`config.mk`:
```
export PLATFORM = sky130hd
export DESIGN_NAME = gameover_screen
export DESIGN_NICKNAME = d
export VERILOG_FILES = /design/src/logic/gameover_pkg.sv /design/src/logic/field_locator.sv /design/src/logic/digit_tile.sv /design/src/logic/pixel_compositor.sv /design/src/logic/gameover_screen.sv
export SDC_FILE = /design/constraint.sdc
export NUM_CORES = 1
export LEC_CHECK = 0
export CAP_MARGIN = 30
export CORE_AREA = 2 2 88 90
export CTS_CLUSTER_SIZE = 20
export DETAILED_ROUTE_END_ITERATION = 7
export DIE_AREA = 0 0 90 92
export DONT_BUFFER_PORTS = 1
export PLACE_DENSITY = 0.6
export SYNTH_ARGS = -nofsm -noshare
export SYNTH_HDL_FRONTEND = slang
export SYNTH_SLANG_ARGS = --single-unit
```
`constraint.sdc`:
```
create_clock -name clk -period 2.7 [get_ports clk]
set_clock_uncertainty 0.05 [all_clocks]
set_input_delay 0.54 -clock clk [delete_from_list [all_inputs] [get_ports clk]]
set_output_delay 0.54 -clock clk [all_outputs]
set_load 0.02 [all_outputs]
```
`src/logic/gameover_pkg.sv`:
```
package gameover_pkg;

   // raster and value widths
   typedef logic [11:0] hpos_t;
   typedef logic [10:0] vpos_t;
   typedef logic [3:0]  digit_t;          // 10 to 15 draw nothing
   typedef logic [6:0]  tile_coord_t;     // 0..127 inside a tile

   typedef struct packed
   {
      logic [7:0] r;
      logic [7:0] g;
      logic [7:0] b;
   } rgb_t;

   // one field's view of the current pixel after the locator stage
   typedef struct packed
   {
      logic        hit;                   // pixel lies inside the tile
      tile_coord_t x;
      tile_coord_t y;
      digit_t      digit;
   } tile_req_t;

   localparam int unsigned max_fields  = 4;
   localparam int unsigned tile_size   = 128;
   localparam int unsigned cell_shift  = 4;     // 16x16 pixel cells, 8x8 per tile
   localparam int unsigned score_row_y = 850;

   // left edges on the score row
   localparam hpos_t field_x0 [max_fields] = '{
      12'd330,                            // tens of seconds
      12'd480,                            // units of seconds
      12'd1050,                           // correct answers
      12'd1620                            // wrong answers
   };

   localparam rgb_t field_ink [max_fields] = '{
      '{r: 8'hff, g: 8'hff, b: 8'hff},    // time in white
      '{r: 8'hff, g: 8'hff, b: 8'hff},
      '{r: 8'h00, g: 8'hff, b: 8'h00},    // correct in green
      '{r: 8'hff, g: 8'h00, b: 8'h00}     // wrong in red
   };

endpackage

```
`src/logic/field_locator.sv`:
```
`timescale 1ns/1ps

module field_locator
   import gameover_pkg::*;
#(
   parameter int num_fields = 4
)
(
   input  logic                       clk,
   input  logic                       reset,
   input  hpos_t                      hcnt,
   input  vpos_t                      vcnt,
   input  digit_t    [num_fields-1:0] counts,
   output tile_req_t [num_fields-1:0] req
);

   vpos_t                        dy;
   logic                         row_hit;
   hpos_t       [num_fields-1:0] dx;
   logic        [num_fields-1:0] col_hit;

   logic        [num_fields-1:0] hit_q;
   tile_coord_t [num_fields-1:0] x_q;
   tile_coord_t [num_fields-1:0] y_q;
   digit_t      [num_fields-1:0] digit_q;

   // all tiles share the score row
   assign dy      = vcnt - vpos_t'(score_row_y);
   assign row_hit = dy < vpos_t'(tile_size);   // wraps above the row

   always_comb
   begin
      for (int i = 0; i < num_fields; i++)
      begin
         dx[i]      = hcnt - field_x0[i];
         col_hit[i] = dx[i] < hpos_t'(tile_size);
      end
   end

   always_ff @(posedge clk or negedge reset)
   begin
      if (!reset)
      begin
         hit_q <= '0;
      end
      else
      begin
         for (int i = 0; i < num_fields; i++)
         begin
            hit_q[i] <= row_hit & col_hit[i];
         end
      end
   end

   // tile-local position and value, only meaningful with hit
   always_ff @(posedge clk)
   begin
      for (int i = 0; i < num_fields; i++)
      begin
         x_q[i]     <= dx[i][6:0];
         y_q[i]     <= dy[6:0];
         digit_q[i] <= counts[i];
      end
   end

   always_comb
   begin
      for (int i = 0; i < num_fields; i++)
      begin
         req[i].hit   = hit_q[i];
         req[i].x     = x_q[i];
         req[i].y     = y_q[i];
         req[i].digit = digit_q[i];
      end
   end

endmodule

```
`src/logic/digit_tile.sv`:
```
`timescale 1ns/1ps

module digit_tile
   import gameover_pkg::*;
(
   input  logic      clk,
   input  logic      reset,
   input  tile_req_t req,
   output logic      lit
);

   logic [2:0] col;
   logic [2:0] row;
   logic [6:0] cell_seg;     // {g, f, e, d, c, b, a}
   logic [6:0] digit_seg;
   logic       upper;
   logic       lower;
   logic       inner;

   // 16x16 pixel cells
   assign col = 3'(req.x >> cell_shift);
   assign row = 3'(req.y >> cell_shift);

   assign inner = (col != 3'd0) && (col != 3'd7);
   assign upper = (row == 3'd1) || (row == 3'd2);
   assign lower = (row >= 3'd4) && (row <= 3'd6);

   // which segment, if any, covers this cell
   always_comb
   begin
      cell_seg    = '0;
      cell_seg[0] = (row == 3'd0) && inner;    // a
      cell_seg[1] = (col == 3'd7) && upper;    // b
      cell_seg[2] = (col == 3'd7) && lower;    // c
      cell_seg[3] = (row == 3'd7) && inner;    // d
      cell_seg[4] = (col == 3'd0) && lower;    // e
      cell_seg[5] = (col == 3'd0) && upper;    // f
      cell_seg[6] = (row == 3'd3) && inner;    // g
   end

   always_comb
   begin
      case (req.digit)
         4'd0:    digit_seg = 7'b0111111;
         4'd1:    digit_seg = 7'b0000110;
         4'd2:    digit_seg = 7'b1011011;
         4'd3:    digit_seg = 7'b1001111;
         4'd4:    digit_seg = 7'b1100110;
         4'd5:    digit_seg = 7'b1101101;
         4'd6:    digit_seg = 7'b1111101;
         4'd7:    digit_seg = 7'b0000111;
         4'd8:    digit_seg = 7'b1111111;
         4'd9:    digit_seg = 7'b1101111;
         default: digit_seg = 7'b0000000;   // not a decimal digit, blank tile
      endcase
   end

   always_ff @(posedge clk or negedge reset)
   begin
      if (!reset)
      begin
         lit <= 1'b0;
      end
      else
      begin
         lit <= req.hit & (|(cell_seg & digit_seg));
      end
   end

endmodule

```
`src/logic/pixel_compositor.sv`:
```
`timescale 1ns/1ps

module pixel_compositor
   import gameover_pkg::*;
#(
   parameter int   num_fields = 4,
   parameter rgb_t background = '{r: 8'h32, g: 8'h32, b: 8'h32},
   parameter rgb_t blank      = '{r: 8'h00, g: 8'h00, b: 8'h00}
)
(
   input  logic                  clk,
   input  logic                  reset,
   input  logic [num_fields-1:0] lit,
   output rgb_t                  color
);

   rgb_t color_n;

   // tiles never overlap on screen, but lowest index wins anyway
   always_comb
   begin
      color_n = background;
      for (int i = num_fields - 1; i >= 0; i--)
      begin
         if (lit[i])
         begin
            color_n = field_ink[i];
         end
      end
   end

   always_ff @(posedge clk or negedge reset)
   begin
      if (!reset)
      begin
         color <= blank;
      end
      else
      begin
         color <= color_n;
      end
   end

endmodule

```
`src/logic/gameover_screen.sv`:
```
`timescale 1ns/1ps

module gameover_screen
   import gameover_pkg::*;
#(
   parameter int   num_fields = 4,
   parameter rgb_t background = '{r: 8'h32, g: 8'h32, b: 8'h32},
   parameter rgb_t blank      = '{r: 8'h00, g: 8'h00, b: 8'h00}
)
(
   input  logic   clk,
   input  logic   reset,
   input  hpos_t  hcnt,
   input  vpos_t  vcnt,
   input  digit_t sec_tens,
   input  digit_t sec_units,
   input  digit_t correct_count,
   input  digit_t wrong_count,
   output rgb_t   color
);

   digit_t    [max_fields-1:0] all_counts;
   tile_req_t [num_fields-1:0] req;
   logic      [num_fields-1:0] lit;

   // field order matches the origin and ink tables
   assign all_counts = {wrong_count, correct_count, sec_units, sec_tens};

   field_locator #(
      .num_fields (num_fields)
   ) field_locator_inst (
      .clk    (clk),
      .reset  (reset),
      .hcnt   (hcnt),
      .vcnt   (vcnt),
      .counts (all_counts[num_fields-1:0]),
      .req    (req)
   );

   for (genvar i = 0; i < num_fields; i++)
   begin : g_tile
      digit_tile digit_tile_inst (
         .clk   (clk),
         .reset (reset),
         .req   (req[i]),
         .lit   (lit[i])
      );
   end

   pixel_compositor #(
      .num_fields (num_fields),
      .background (background),
      .blank      (blank)
   ) pixel_compositor_inst (
      .clk   (clk),
      .reset (reset),
      .lit   (lit),
      .color (color)
   );

endmodule

```
==> impl_metrics.yaml <==
synth:
  synth_commonest_cells: "dfxtp_1, o21ai_0, inv_1, ha_1, buf_4"
  avgSynthCellArea_um2: 9.13
  synth_cells: 336
  synth_edf_count: 0
  yosys_warnings: 0
  yosysSeqAreaShare_pct: 39.5
  synth_area_leaders: "dfxtp_1, dfrtp_1, ha_1"
  synth.distinct_cells: 46
  synth.largest_area_cell: "dfxtp_1"
  syn_nets: 405
  synth_seq_cells: 57
  synthFlopType: "dfxtp_1"
  async_flop_share_pct: 24.6
  synth_top_area_share_pct: 28.1
  yosysMostFrequentCell: "dfxtp_1"
  syn-cell-area_um2: 3070
min_path:
  hold_class: "primary input to flip-flop"
global_routing:
  grt_use_total_pct: 13.1
  antenna_found_initial: 0
  grt_remaining_overflow: 0
  grt_pass1_vias: 1988
  grt_pass1_wl_um: 8630
  grt_max_degree: 22
worst_setup_path:
  cp-end-kind: "primary output"
  cp.required_ns: 2.11
  arrival_ns: 1.24
  worst-path-max-fanout: 5
  critPathKind: "flip-flop to primary output"
  rrSetupSlack_ns: 0.87
  cp-start-kind: "flip-flop"
sta:
  period_needed_ns: 1.83
  max_slew_margin_pct: 41.8
  hold_viol: 0
  tns_ns: 0
  fmax_mhz: 546
  grt_setup_unrepaired: "no"
  setup_violations: 0
  worst_pin_slew_ns: 0.873
  slew_violations: 0
  min_period_over_period_pct: 67.9
floorplanning:
  die_h_um: 92
  die_x_um: 90
  core_area_um2: 7450
  num_io_pins: 65
  die_area_um2: 8280
  start_util_pct: 41.2
  rows: 32
drt:
  dr.pass1.iters: 4
  wl_met2_um: 2620
  drtIter0Drc: 64
  drc_errors: 0
  met1_length_um: 2200
  via_per_inst: 4.93
  wl_met3_um: 381
  routed_wl_um: 5230
  vias: 2096
  post_drt_wl_per_cell_um: 12.3
  topRoutingLayerUsed: "met4"
  drtAntennaViolNets: 0
finish:
  antenna_cells: 0
  multi_input_area_um2: 1530
  drive_above_1_share_pct: 5.88
  fin_util_pct: 42.8
  nets: 387
  syn_to_final_growth_pct: 4.04
  final-seq-area_um2: 1210
  n_fill_cell: 754
clock_network:
  post_cts_resized: 0
  root_buffer: "clkbuf_8"
  clkTransAtPathRegs_ns: 0.06
  cts_inserted_buffers: 9
  clk_path_buf_depth: 2
  cts_tree: "yes"
  clk_latency_ns: 0.33
  cts_sinks: 57
  cts.htree.levels: 3
power:
  vdd_drop_max_v: 0.000338
  p_total_w: 0.00189
  powerDensity_nw_per_um2: 593
  p_leak_nw: 1.34
placement:
  dpl.hpwl_um: 3990
  gp_congestion: 0.794
  portBuffers: 0
flow_run:
  maxCapViolations: 0
status:
  outcome: "complete, no violations"
## flip-flops by register name, indices dropped and copies added (netlist names)
signal,cells
pixel_compositor_inst.color,6
g_tile.digit_tile_inst.digit_seg,28
field_locator_inst.req,15
g_tile.digit_tile_inst.lit,4
field_locator_inst.hit_q,4
## worst paths after layout
kind / end / cells past startpoint / startpoint
worst max-delay path: color[2] / 0 / pixel_compositor_inst.color[6]
worst min-delay path: field_locator_inst.req[34] / 0 / hcnt[4]
worst max register to register: g_tile[3].digit_tile_inst.lit / 4 / field_locator_inst.req[10]
worst min register to register: pixel_compositor_inst.color[14] / 1 / g_tile[0].digit_tile_inst.lit
max in group asynchronous: g_tile[1].digit_tile_inst.lit / 1 / reset
min in group asynchronous: pixel_compositor_inst.color[22] / 1 / reset
## layer usage
layer	vias to the layer above	GRT usage, %
li1	1101	-
met3	2	5.92
met5	-	0
met1	949	14.4
met4	0	4.36
met2	44	22.6
## through the flow
step	std cells	hold WS, ns	setup slack [ns]	cell area [um^2]
6_report	425	0.191	0.867	3190
5_1_grt	425	0.163	0.744	3190
4_1_cts	425	0.174	0.847	3190
3_5_place_dp	408	0.195	0.757	2990
3_3_place_gp	408	0.195	0.774	2990
2_1_floorplan	336	0.194	0.738	3070
## cells in the final DEF (no fill, tap or decap), types with 2 or more instances in the layout
cell	Yosys	final
a21o_1	4	4
a21oi_1	2	2
a31oi_1	4	4
a32oi_1	2	2
and2_1	2	2
clkbuf_1	8	2
clkbuf_8	0	10
clkinv_2	1	4
dfrtp_1	14	14
dfxtp_1	43	43
ha_1	28	28
inv_1	32	32
mux2i_1	4	4
nand2_1	17	17
nand2b_1	13	13
nand3_1	7	7
nand3b_1	6	6
nand4_1	2	2
nor2_1	12	12
nor2b_1	4	4
nor3_1	8	8
nor4_1	4	4
o211a_1	2	2
o211ai_1	2	2
o21a_1	4	4
o21ai_0	38	38
o22ai_1	16	16
o2bb2ai_1	4	4
o31a_1	2	2
or3_1	4	4
xnor2_1	12	12
## final cells by class
cell class / instances / share of cell area, %
clock buffer: 12 / 4.55
clock inverter: 4 / 1.41
inverter: 33 / 3.92
multi-input combinational: 216 / 47.8
sequential: 57 / 38.0
tap: 102 / 4.00
timing repair buffer: 1 / 0.314
## power breakdown
group	switching (W)	internal, W
sequential	0.0000399	0.000906
combinational	0.0000996	0.0000951
clock	0.000303	0.000447
## repair_timing
action                                 in CTS  in global routing
hold buffers                                1                  0
endpoints found under the hold margin      14                  0
buffers inserted                            0                  0
## cells by family after synthesis
group	share of synthesized area [%]
AO/OA/AOI/OAI	19.3
adder cells (fa/ha/maj)	11.4
flip-flops	39.5
buffers and inverters	10.7
AND/OR/NAND/NOR	14.3
multiplexers	1.31
XOR/XNOR	3.43
Note: power is estimated with default switching activity, not from simulation.
